<file path="src/source/isa_pkg.sv">
package isa_pkg;

    // ########################################################################
    // Field widths
    // ########################################################################

    typedef logic [31:0] instr_word_t;
    typedef logic [6:0]  instr_id_t;
    typedef logic [5:0]  opcode_t;
    typedef logic [5:0]  funct_t;
    typedef logic [4:0]  reg_addr_t;
    typedef logic [15:0] imm_t;
    typedef logic [1:0]  format_t;
    typedef logic [3:0]  ifunc_t;

    localparam reg_addr_t REG_RA = 5'd31;  // Link register for JAL and the AL branches

    // ########################################################################
    // Instruction identifiers, grouped by functional class
    // ########################################################################

    localparam instr_id_t
        INSTR_NOP    = 7'd0,  INSTR_ADD    = 7'd1,  INSTR_SUB    = 7'd2,  INSTR_ADDU   = 7'd3,
        INSTR_SUBU   = 7'd4,  INSTR_AND    = 7'd5,  INSTR_OR     = 7'd6,  INSTR_XOR    = 7'd7,
        INSTR_NOR    = 7'd8,  INSTR_SLT    = 7'd9,  INSTR_SLTU   = 7'd10, INSTR_SLL    = 7'd11,
        INSTR_SLLV   = 7'd12, INSTR_SRL    = 7'd13, INSTR_SRLV   = 7'd14, INSTR_SRA    = 7'd15,
        INSTR_SRAV   = 7'd16, INSTR_CLO    = 7'd17, INSTR_CLZ    = 7'd18,
        INSTR_ADDI   = 7'd20, INSTR_ADDIU  = 7'd21, INSTR_ANDI   = 7'd22, INSTR_ORI    = 7'd23,
        INSTR_XORI   = 7'd24, INSTR_LUI    = 7'd25, INSTR_SLTI   = 7'd26, INSTR_SLTIU  = 7'd27,
        INSTR_LW     = 7'd32, INSTR_LH     = 7'd33, INSTR_LHU    = 7'd34, INSTR_LB     = 7'd35,
        INSTR_LBU    = 7'd36,
        INSTR_SW     = 7'd40, INSTR_SH     = 7'd41, INSTR_SB     = 7'd42,
        INSTR_BEQ    = 7'd48, INSTR_BNE    = 7'd49, INSTR_BLEZ   = 7'd50, INSTR_BGTZ   = 7'd51,
        INSTR_BGEZ   = 7'd52, INSTR_BLTZ   = 7'd53, INSTR_BGEZAL = 7'd54, INSTR_BLTZAL = 7'd55,
        INSTR_J      = 7'd64, INSTR_JAL    = 7'd65, INSTR_JALR   = 7'd66, INSTR_JR     = 7'd67,
        INSTR_MULT   = 7'd72, INSTR_MULTU  = 7'd73, INSTR_DIV    = 7'd74, INSTR_DIVU   = 7'd75,
        INSTR_MFHI   = 7'd76, INSTR_MFLO   = 7'd77, INSTR_MTHI   = 7'd78, INSTR_MTLO   = 7'd79,
        INSTR_MADD   = 7'd80, INSTR_MADDU  = 7'd81, INSTR_MSUB   = 7'd82, INSTR_MSUBU  = 7'd83,
        INSTR_MFC0   = 7'd96, INSTR_MTC0   = 7'd97, INSTR_ERET   = 7'd98,
        INSTR_INVALID = 7'd127;  // Any word that matches nothing above

    localparam format_t FORMAT_R = 2'd0;
    localparam format_t FORMAT_I = 2'd1;
    localparam format_t FORMAT_J = 2'd2;

    localparam ifunc_t
        I_ALU_R  = 4'd0, I_ALU_I = 4'd1, I_MEM_R = 4'd2, I_MEM_W = 4'd3,
        I_BRANCH = 4'd4, I_JUMP  = 4'd5, I_MD    = 4'd6, I_CP0   = 4'd7,
        I_OTHER  = 4'd8;

    // ########################################################################
    // Encoding fields
    // ########################################################################

    localparam opcode_t
        OP_SPECIAL = 6'h00, OP_REGIMM = 6'h01, OP_J     = 6'h02, OP_JAL   = 6'h03,
        OP_BEQ     = 6'h04, OP_BNE    = 6'h05, OP_BLEZ  = 6'h06, OP_BGTZ  = 6'h07,
        OP_ADDI    = 6'h08, OP_ADDIU  = 6'h09, OP_SLTI  = 6'h0a, OP_SLTIU = 6'h0b,
        OP_ANDI    = 6'h0c, OP_ORI    = 6'h0d, OP_XORI  = 6'h0e, OP_LUI   = 6'h0f,
        OP_COP0    = 6'h10, OP_SPECIAL2 = 6'h1c,
        OP_LB      = 6'h20, OP_LH     = 6'h21, OP_LW    = 6'h23, OP_LBU   = 6'h24,
        OP_LHU     = 6'h25, OP_SB     = 6'h28, OP_SH    = 6'h29, OP_SW    = 6'h2b;

    // Funct values under OP_SPECIAL
    localparam funct_t
        FN_SLL  = 6'h00, FN_SRL   = 6'h02, FN_SRA  = 6'h03, FN_SLLV  = 6'h04,
        FN_SRLV = 6'h06, FN_SRAV  = 6'h07, FN_JR   = 6'h08, FN_JALR  = 6'h09,
        FN_MFHI = 6'h10, FN_MTHI  = 6'h11, FN_MFLO = 6'h12, FN_MTLO  = 6'h13,
        FN_MULT = 6'h18, FN_MULTU = 6'h19, FN_DIV  = 6'h1a, FN_DIVU  = 6'h1b,
        FN_ADD  = 6'h20, FN_ADDU  = 6'h21, FN_SUB  = 6'h22, FN_SUBU  = 6'h23,
        FN_AND  = 6'h24, FN_OR    = 6'h25, FN_XOR  = 6'h26, FN_NOR   = 6'h27,
        FN_SLT  = 6'h2a, FN_SLTU  = 6'h2b;

    // Funct values under OP_SPECIAL2 and OP_COP0
    localparam funct_t
        FN_MADD = 6'h00, FN_MADDU = 6'h01, FN_MSUB = 6'h04, FN_MSUBU = 6'h05,
        FN_CLZ  = 6'h20, FN_CLO   = 6'h21, FN_ERET = 6'h18;

    // REGIMM selects by rt, COP0 selects by rs
    localparam reg_addr_t
        RT_BLTZ = 5'h00, RT_BGEZ = 5'h01, RT_BLTZAL = 5'h10, RT_BGEZAL = 5'h11,
        RS_MF   = 5'h00, RS_MT   = 5'h04, RS_CO     = 5'h10;

endpackage

</file>
<file path="src/source/decode_pkg.sv">
package decode_pkg;

    import isa_pkg::*;

    // ########################################################################
    // Queue sizing
    // ########################################################################

    localparam int QUEUE_DEPTH_DEFAULT = 4;

    // ########################################################################
    // Pipeline entries
    // ########################################################################

    // Decoder output as held in the queue, 44 bits
    typedef struct packed {
        instr_id_t id;
        format_t   format;
        ifunc_t    ifunc;
        reg_addr_t rs;
        reg_addr_t rt;
        reg_addr_t rd;
        imm_t      imm;
    } decoded_entry_t;

    // Entry handed to execute, with the write target resolved
    typedef struct packed {
        instr_id_t id;
        format_t   format;
        ifunc_t    ifunc;
        reg_addr_t rs;
        reg_addr_t rt;
        reg_addr_t dest;
        logic      reg_write;
        imm_t      imm;
    } issued_entry_t;

endpackage

</file>
<file path="src/source/decode_queue.sv">
`timescale 1ns/1ps

module decode_queue #(
    parameter int QUEUE_DEPTH = decode_pkg::QUEUE_DEPTH_DEFAULT
) (
    input  logic                       clk,
    input  logic                       rst,
    input  logic                       entry_valid,
    input  decode_pkg::decoded_entry_t entry,
    input  logic                       pop,
    output decode_pkg::decoded_entry_t head,
    output logic                       empty,
    output logic                       overflow
);
    import decode_pkg::*;

    localparam int PTR_W   = (QUEUE_DEPTH > 1) ? $clog2(QUEUE_DEPTH) : 1;
    localparam int COUNT_W = $clog2(QUEUE_DEPTH + 1);

    typedef logic [PTR_W-1:0]   ptr_t;
    typedef logic [COUNT_W-1:0] count_t;

    decoded_entry_t mem [QUEUE_DEPTH];
    ptr_t           wr_ptr;
    ptr_t           rd_ptr;
    count_t         count;
    logic           full;
    logic           push;

    assign full     = (count == count_t'(QUEUE_DEPTH));
    assign empty    = (count == '0);
    assign push     = entry_valid && (!full || pop);  // A pop frees the slot this edge
    assign overflow = entry_valid && full && !pop;
    assign head     = mem[rd_ptr];

    function automatic ptr_t next_ptr(input ptr_t ptr);
        return (ptr == ptr_t'(QUEUE_DEPTH - 1)) ? '0 : ptr + 1'b1;
    endfunction

    always_ff @(posedge clk) begin
        if (rst) begin
            wr_ptr <= '0;
            rd_ptr <= '0;
            count  <= '0;
        end else begin
            if (push)
                wr_ptr <= next_ptr(wr_ptr);
            if (pop)
                rd_ptr <= next_ptr(rd_ptr);
            if (push && !pop)
                count <= count + 1'b1;
            else if (pop && !push)
                count <= count - 1'b1;
        end
    end

    always_ff @(posedge clk) begin
        if (push)
            mem[wr_ptr] <= entry;
    end

endmodule

</file>
<file path="src/source/decode_stage.sv">
`timescale 1ns/1ps

module decode_stage #(
    parameter int QUEUE_DEPTH = decode_pkg::QUEUE_DEPTH_DEFAULT
) (
    input  logic                      clk,
    input  logic                      rst,
    input  logic                      fetch_valid,
    input  isa_pkg::instr_word_t      instr_word,
    input  logic                      issue_ready,
    output logic                      issue_valid,
    output decode_pkg::issued_entry_t issued,
    output logic                      overflow
);
    import decode_pkg::*;

    logic           entry_valid;
    decoded_entry_t entry;
    decoded_entry_t head;
    logic           empty;
    logic           pop;

    instr_decoder decoder (
        .clk         (clk),
        .rst         (rst),
        .fetch_valid (fetch_valid),
        .instr_word  (instr_word),
        .entry_valid (entry_valid),
        .entry       (entry)
    );

    decode_queue #(
        .QUEUE_DEPTH (QUEUE_DEPTH)
    ) queue (
        .clk         (clk),
        .rst         (rst),
        .entry_valid (entry_valid),
        .entry       (entry),
        .pop         (pop),
        .head        (head),
        .empty       (empty),
        .overflow    (overflow)
    );

    issue_unit issue (
        .clk         (clk),
        .rst         (rst),
        .head        (head),
        .empty       (empty),
        .issue_ready (issue_ready),
        .pop         (pop),
        .issue_valid (issue_valid),
        .issued      (issued)
    );

endmodule

</file>
<file path="src/source/instr_classifier.sv">
`timescale 1ns/1ps

module instr_classifier (
    input  isa_pkg::instr_id_t id,
    output isa_pkg::format_t   format,
    output isa_pkg::ifunc_t    ifunc
);
    import isa_pkg::*;

    logic is_r;
    logic is_i;
    logic is_j;
    logic alu_r;
    logic alu_i;
    logic mem_r;
    logic mem_w;
    logic br;
    logic jmp;
    logic md;
    logic cp0;

    // ALU register ops are the whole R group
    assign alu_r = id inside {INSTR_NOP, INSTR_ADD, INSTR_SUB, INSTR_ADDU, INSTR_SUBU,
                              INSTR_AND, INSTR_OR, INSTR_XOR, INSTR_NOR, INSTR_SLT,
                              INSTR_SLTU, INSTR_SLL, INSTR_SLLV, INSTR_SRL, INSTR_SRLV,
                              INSTR_SRA, INSTR_SRAV, INSTR_CLO, INSTR_CLZ};
    assign alu_i = id inside {INSTR_ADDI, INSTR_ADDIU, INSTR_ANDI, INSTR_ORI,
                              INSTR_XORI, INSTR_LUI, INSTR_SLTI, INSTR_SLTIU};
    assign mem_r = id inside {INSTR_LW, INSTR_LH, INSTR_LHU, INSTR_LB, INSTR_LBU};
    assign mem_w = id inside {INSTR_SW, INSTR_SH, INSTR_SB};
    assign br    = id inside {INSTR_BEQ, INSTR_BNE, INSTR_BLEZ, INSTR_BGTZ, INSTR_BGEZ,
                              INSTR_BLTZ, INSTR_BGEZAL, INSTR_BLTZAL};
    assign jmp   = id inside {INSTR_J, INSTR_JAL, INSTR_JALR, INSTR_JR};
    assign md    = id inside {INSTR_MULT, INSTR_MULTU, INSTR_DIV, INSTR_DIVU,
                              INSTR_MFHI, INSTR_MFLO, INSTR_MTHI, INSTR_MTLO,
                              INSTR_MADD, INSTR_MADDU, INSTR_MSUB, INSTR_MSUBU};
    assign cp0   = id inside {INSTR_MFC0, INSTR_MTC0, INSTR_ERET};

    assign is_r = alu_r;
    assign is_i = alu_i | mem_r | mem_w | br;  // Every immediate-carrying group
    assign is_j = id inside {INSTR_J, INSTR_JAL};  // JR and JALR fall back to R

    always_comb begin
        if (is_r)
            format = FORMAT_R;
        else if (is_i)
            format = FORMAT_I;
        else if (is_j)
            format = FORMAT_J;
        else
            format = FORMAT_R;
    end

    always_comb begin
        if (alu_r)
            ifunc = I_ALU_R;
        else if (alu_i)
            ifunc = I_ALU_I;
        else if (mem_r)
            ifunc = I_MEM_R;
        else if (mem_w)
            ifunc = I_MEM_W;
        else if (br)
            ifunc = I_BRANCH;
        else if (jmp)
            ifunc = I_JUMP;
        else if (md)
            ifunc = I_MD;
        else if (cp0)
            ifunc = I_CP0;
        else
            ifunc = I_OTHER;
    end

endmodule

</file>
<file path="src/source/instr_decoder.sv">
`timescale 1ns/1ps

module instr_decoder (
    input  logic                       clk,
    input  logic                       rst,
    input  logic                       fetch_valid,
    input  isa_pkg::instr_word_t       instr_word,
    output logic                       entry_valid,
    output decode_pkg::decoded_entry_t entry
);
    import isa_pkg::*;
    import decode_pkg::*;

    opcode_t   opcode;
    funct_t    funct;
    reg_addr_t rs;
    reg_addr_t rt;
    reg_addr_t rd;
    imm_t      imm;
    instr_id_t id;
    format_t   format;
    ifunc_t    ifunc;

    assign opcode = instr_word[31:26];
    assign rs     = instr_word[25:21];
    assign rt     = instr_word[20:16];
    assign rd     = instr_word[15:11];
    assign funct  = instr_word[5:0];
    assign imm    = instr_word[15:0];

    // ########################################################################
    // Word to identifier
    // ########################################################################

    always_comb begin
        id = INSTR_INVALID;
        case (opcode)
            OP_SPECIAL: begin
                case (funct)
                    FN_SLL:   id = (instr_word == '0) ? INSTR_NOP : INSTR_SLL;
                    FN_SRL:   id = INSTR_SRL;
                    FN_SRA:   id = INSTR_SRA;
                    FN_SLLV:  id = INSTR_SLLV;
                    FN_SRLV:  id = INSTR_SRLV;
                    FN_SRAV:  id = INSTR_SRAV;
                    FN_JR:    id = INSTR_JR;
                    FN_JALR:  id = INSTR_JALR;
                    FN_MFHI:  id = INSTR_MFHI;
                    FN_MTHI:  id = INSTR_MTHI;
                    FN_MFLO:  id = INSTR_MFLO;
                    FN_MTLO:  id = INSTR_MTLO;
                    FN_MULT:  id = INSTR_MULT;
                    FN_MULTU: id = INSTR_MULTU;
                    FN_DIV:   id = INSTR_DIV;
                    FN_DIVU:  id = INSTR_DIVU;
                    FN_ADD:   id = INSTR_ADD;
                    FN_ADDU:  id = INSTR_ADDU;
                    FN_SUB:   id = INSTR_SUB;
                    FN_SUBU:  id = INSTR_SUBU;
                    FN_AND:   id = INSTR_AND;
                    FN_OR:    id = INSTR_OR;
                    FN_XOR:   id = INSTR_XOR;
                    FN_NOR:   id = INSTR_NOR;
                    FN_SLT:   id = INSTR_SLT;
                    FN_SLTU:  id = INSTR_SLTU;
                    default:  id = INSTR_INVALID;
                endcase
            end
            OP_SPECIAL2: begin
                case (funct)
                    FN_MADD:  id = INSTR_MADD;
                    FN_MADDU: id = INSTR_MADDU;
                    FN_MSUB:  id = INSTR_MSUB;
                    FN_MSUBU: id = INSTR_MSUBU;
                    FN_CLZ:   id = INSTR_CLZ;
                    FN_CLO:   id = INSTR_CLO;
                    default:  id = INSTR_INVALID;
                endcase
            end
            OP_REGIMM: begin
                case (rt)
                    RT_BLTZ:   id = INSTR_BLTZ;
                    RT_BGEZ:   id = INSTR_BGEZ;
                    RT_BLTZAL: id = INSTR_BLTZAL;
                    RT_BGEZAL: id = INSTR_BGEZAL;
                    default:   id = INSTR_INVALID;
                endcase
            end
            OP_COP0: begin
                if (rs == RS_MF)
                    id = INSTR_MFC0;
                else if (rs == RS_MT)
                    id = INSTR_MTC0;
                else if (rs == RS_CO && funct == FN_ERET)
                    id = INSTR_ERET;
            end
            OP_J:     id = INSTR_J;
            OP_JAL:   id = INSTR_JAL;
            OP_BEQ:   id = INSTR_BEQ;
            OP_BNE:   id = INSTR_BNE;
            OP_BLEZ:  id = INSTR_BLEZ;
            OP_BGTZ:  id = INSTR_BGTZ;
            OP_ADDI:  id = INSTR_ADDI;
            OP_ADDIU: id = INSTR_ADDIU;
            OP_SLTI:  id = INSTR_SLTI;
            OP_SLTIU: id = INSTR_SLTIU;
            OP_ANDI:  id = INSTR_ANDI;
            OP_ORI:   id = INSTR_ORI;
            OP_XORI:  id = INSTR_XORI;
            OP_LUI:   id = INSTR_LUI;
            OP_LB:    id = INSTR_LB;
            OP_LH:    id = INSTR_LH;
            OP_LW:    id = INSTR_LW;
            OP_LBU:   id = INSTR_LBU;
            OP_LHU:   id = INSTR_LHU;
            OP_SB:    id = INSTR_SB;
            OP_SH:    id = INSTR_SH;
            OP_SW:    id = INSTR_SW;
            default:  id = INSTR_INVALID;
        endcase
    end

    instr_classifier classifier (
        .id     (id),
        .format (format),
        .ifunc  (ifunc)
    );

    always_ff @(posedge clk) begin
        if (rst)
            entry_valid <= 1'b0;
        else
            entry_valid <= fetch_valid;  // Fixed one-cycle decode
    end

    always_ff @(posedge clk) begin
        if (fetch_valid)
            entry <= '{id: id, format: format, ifunc: ifunc,
                       rs: rs, rt: rt, rd: rd, imm: imm};
    end

endmodule

</file>
<file path="src/source/issue_unit.sv">
`timescale 1ns/1ps

module issue_unit (
    input  logic                       clk,
    input  logic                       rst,
    input  decode_pkg::decoded_entry_t head,
    input  logic                       empty,
    input  logic                       issue_ready,
    output logic                       pop,
    output logic                       issue_valid,
    output decode_pkg::issued_entry_t  issued
);
    import isa_pkg::*;
    import decode_pkg::*;

    reg_addr_t dest;
    logic      has_dest;

    assign pop = !empty && issue_ready;

    always_comb begin
        dest     = '0;
        has_dest = 1'b0;
        case (head.ifunc)
            I_ALU_R: begin
                dest     = head.rd;
                has_dest = 1'b1;
            end
            I_ALU_I, I_MEM_R: begin
                dest     = head.rt;
                has_dest = 1'b1;
            end
            I_MD: begin
                dest     = head.rd;
                has_dest = head.id inside {INSTR_MFHI, INSTR_MFLO};
            end
            I_JUMP: begin
                dest     = (head.id == INSTR_JALR) ? head.rd : REG_RA;
                has_dest = head.id inside {INSTR_JALR, INSTR_JAL};
            end
            I_BRANCH: begin
                dest     = REG_RA;  // Only the linking branches write it
                has_dest = head.id inside {INSTR_BGEZAL, INSTR_BLTZAL};
            end
            I_CP0: begin
                dest     = head.rt;
                has_dest = (head.id == INSTR_MFC0);
            end
            default: begin
                dest     = '0;
                has_dest = 1'b0;
            end
        endcase
    end

    always_ff @(posedge clk) begin
        if (rst)
            issue_valid <= 1'b0;
        else
            issue_valid <= pop;
    end

    always_ff @(posedge clk) begin
        if (pop)
            issued <= '{id: head.id, format: head.format, ifunc: head.ifunc,
                        rs: head.rs, rt: head.rt, dest: dest,
                        reg_write: has_dest && (dest != '0), imm: head.imm};
    end

endmodule
</file>
<file path="config.mk">
export PLATFORM = sky130hd
export DESIGN_NAME = decode_stage
export DESIGN_NICKNAME = d
export VERILOG_FILES = /design/src/source/isa_pkg.sv /design/src/source/decode_pkg.sv /design/src/source/decode_queue.sv /design/src/source/decode_stage.sv /design/src/source/instr_classifier.sv /design/src/source/instr_decoder.sv /design/src/source/issue_unit.sv
export SDC_FILE = /design/constraint.sdc
export NUM_CORES = 1
export LEC_CHECK = 0
export BUFFER_PORTS_ARGS = -buffer_cell sky130_fd_sc_hd__buf_2
export CORE_ASPECT_RATIO = 1.5
export CORE_MARGIN = 2
export CORE_UTILIZATION = 60
export DETAILED_ROUTE_END_ITERATION = 8
export GPL_TIMING_DRIVEN = 0
export PLACE_DENSITY = 0.83
export SYNTH_ARGS = -nofsm -noshare
export SYNTH_HDL_FRONTEND = slang
export SYNTH_SLANG_ARGS = --single-unit
</file>
<file path="constraint.sdc">
create_clock -name clk -period 5.8 [get_ports clk]
set_input_delay 1.16 -clock clk [delete_from_list [all_inputs] [get_ports clk]]
set_output_delay 1.16 -clock clk [all_outputs]
set_load 0.005 [all_outputs]
</file>
==> impl_metrics.tcl <==
set metrics [dict create \
    worstSetupEndpointType "flop" \
    ant_nets 0 \
    synth_area_leader_cell "edfxtp_1" \
    post-route-period-util_pct 54.78 \
    ios 83 \
    h-tree-depth 1 \
    dp_cells 868 \
    rows 58 \
    dieWidth_um 110.4 \
    dp.final_hpwl_mm 14.13 \
    avgSynthCellArea_um2 17.74 \
    fin_crit_ps 3177 \
    cts_tree "built" \
    swShare_pct 26.29 \
    ys_ff_latch 251 \
    syn_inst 574 \
    p_leak_nw 3.945 \
    r2r-end "issue.issued[31]" \
    combPwrFrac_pct 20.4 \
    drive_gt1_share_pct 26.08 \
    grt_usage_pct 25.19 \
    yosysSeqAreaShare_pct 72.92 \
    syn-num-nets 617 \
    fillerInstances 1068 \
    ff_latch_area_mm2 0.007427 \
    grt_max_degree 45 \
    numCtsBuffers 21 \
    yosys-top-cells-count "240 x edfxtp_1, 32 x nor2_1, 27 x mux4_2" \
    path_clk_slew_ps 60 \
    core_area_mm2 0.01669 \
    hold_violations 0 \
    route.vias.total 5657 \
    netlist_area_mm2 0.01018 \
    reg2regPathDepth 5 \
    grt_pass1_vias 5731 \
    finalWirelength_mm 21.74 \
    ctsLongestPathBuffers 3 \
    p_int_mw 3.398 \
    drv_cap 0 \
    via_per_inst 6.258 \
    rsz0062_at_grt "false" \
    switchingPower_mw 1.212 \
    drc 0 \
    worst_slew_pin_slew_ps 1095 \
    holdPathStages 0 \
    cts-resized-gates 0 \
    hp-class "flop to flop" \
    drt_iter0_drc 489 \
    start_kind "input port" \
    start_util_pct 61.02 \
    fmax_mhz 314.8 \
    worstPathMaxFanout 4 \
    diodes 0 \
    grt_pass1_wl_mm 33.22 \
    ys_warn_count 0 \
    area_delta_synth_final_pct 13.76 \
    firstDrtPassIters 5 \
    synth_top_cell_area_share_pct 70.76 \
    p_per_area_mw_per_mm2 397.9 \
    cts_setup_buffers 0 \
    dieHeight_um 163.6 \
    synthTopCellsByArea "edfxtp_1 71%, mux4_2 6.0%, mux4_1 3.1%, dfxtp_1 2.2%, nor2_1 1.2%" \
    pwr-share-seq_pct 51.2 \
    stdcell_count 904 \
    place_congestion 0.8416 \
    dieArea_mm2 0.01805 \
    synth_cell_types 73 \
    numClockSinks 251 \
    arrival_ps 3420 \
    synth_edf_count 240 \
    postCtsHoldBufs 0 \
    clk_latency_ps 490 \
    p_clk_share_pct 28.5 \
    overflow 0 \
    port_buffers 79 \
    cp-endpoint "decoder.entry[34]" \
    nNetsFinal 724 \
    wl_per_cell_um 24.05 \
    setup_viol 0 \
    synth_most_common_cell "edfxtp_1" \
    startpoint "instr_word[25]" \
    ys.flop_type "edfxtp_1" \
    max-vdd-ir-drop_mv 0.3022 \
    critPathKind "input port to flop" \
    status "complete, no violations" \
    tns_ps 0 \
    antenna_found_initial 1 \
    multiInputGateArea_mm2 0.002557 \
    drv_slew 0 \
    async_flop_share_pct 0 \
    finClkSkew_ps 10.10 \
    cts_root_buf "clkbuf_16" \
    slew_headroom_pct 26.40 \
    r2r_slack_ps 2780 \
    totalPowerFinal_mw 4.610 \
    worst-endpoint-required_ps 6040 \
]
[metrics by stage]
stage | setup WS [ps] | instance area [um^2] | util, % | hold slack (ps)
2_1_floorplan | 2753 | 10180 | - | 458.7
3_3_place_gp | 2065 | 10840 | 64.96 | 464.5
4_1_cts | 2637 | 11590 | 69.42 | 499.3
3_5_place_dp | 2139 | 10950 | 65.59 | 481.5
5_1_grt | 2547 | 11590 | 69.42 | 512.8
6_report | 2623 | 11590 | 69.42 | 496.8
[final cells by class]
| cell class | count | share of cell area [%] |
|---|---|---|
| sequential | 251 | 64.10 |
| multi-input combinational | 278 | 22.07 |
| clock buffer | 24 | 4.719 |
| timing repair buffer | 84 | 4.276 |
| tap | 210 | 2.268 |
| buffer | 28 | 1.220 |
| clock inverter | 12 | 0.7883 |
| inverter | 17 | 0.5508 |
[flip-flops by register name (all words and copies together) (netlist names), named ones only]
register             count
queue.mem              156
issue.issued            45
decoder.entry           39
queue.count              3
queue.rd_ptr             2
queue.wr_ptr             2
decoder.entry_valid      1
issue.issue_valid        1
[layout by cell type (no fill, tap or decap), drive strengths merged, types with 5 or more instances in the layout]
cell type  count
nand2b        10
nand3b         8
nor2b          7
nor2          32
ha             6
mux2i         11
and2           8
nor4           9
edfxtp       240
a31oi          7
o21ai         22
dfxtp         11
mux4          39
nand2         19
a21oi         10
clkinv         9
nor3          15
o211ai         5
nor4b          6
buf          100
clkbuf        36
inv           17
[power by group through the flow]
| stage | clock [mW] | combinational, mW | sequential [mW] |
|---|---|---|---|
| after floorplan | 0 | 0.580 | 2.39 |
| after global placement | 0 | 0.853 | 2.38 |
| after detailed placement | 0 | 0.921 | 2.39 |
| after CTS | 1.33 | 0.946 | 2.36 |
| after global routing | 1.40 | 1.02 | 2.38 |
| final | 1.31 | 0.940 | 2.36 |
[logic make-up after synthesis]
family / Yosys count / synth area share, %
DFF: 251 / 72.92
buffers and inverters: 45 / 2.015
xor gates and xnor gates: 5 / 0.4301
and+or+nand+nor: 130 / 7.297
AOI/OAI and AO/OA: 82 / 5.811
adders and majority gates: 7 / 0.9336
muxes: 54 / 10.59
[per-layer routing]
layer | GRT usage, % | vias to the layer above | part of all wire [%]
met5 | 0 | - | 0.078
met4 | 9.148 | 2 | 2.9
met3 | 2.993 | 44 | 5.5
met2 | 43.89 | 240 | 54
met1 | 32.39 | 2843 | 38
li1 | - | 2528 | -
[worst max-delay path, stage by stage]
cell and delay, ps:
buf_2 150, nor4_1 650, nand2_1 210, nor4_2 340, o211ai_1 220, a31oi_2 330, a31oi_1 140, o211a_1 220
[worst min-delay path by stage]
stage | start | to | slack, ps
finish | decoder.entry[4] | queue.mem[3][4] | 500
global route | decoder.entry[6] | queue.mem[0][6] | 510
CTS | decoder.entry[2] | queue.mem[2][2] | 500
detailed placement | decoder.entry[13] | queue.mem[0][18] | 480
global placement | decoder.entry[8] | queue.mem[1][8] | 460
floorplan | decoder.entry[0] | queue.mem[0][0] | 460
(Power assumes the default switching activity.)
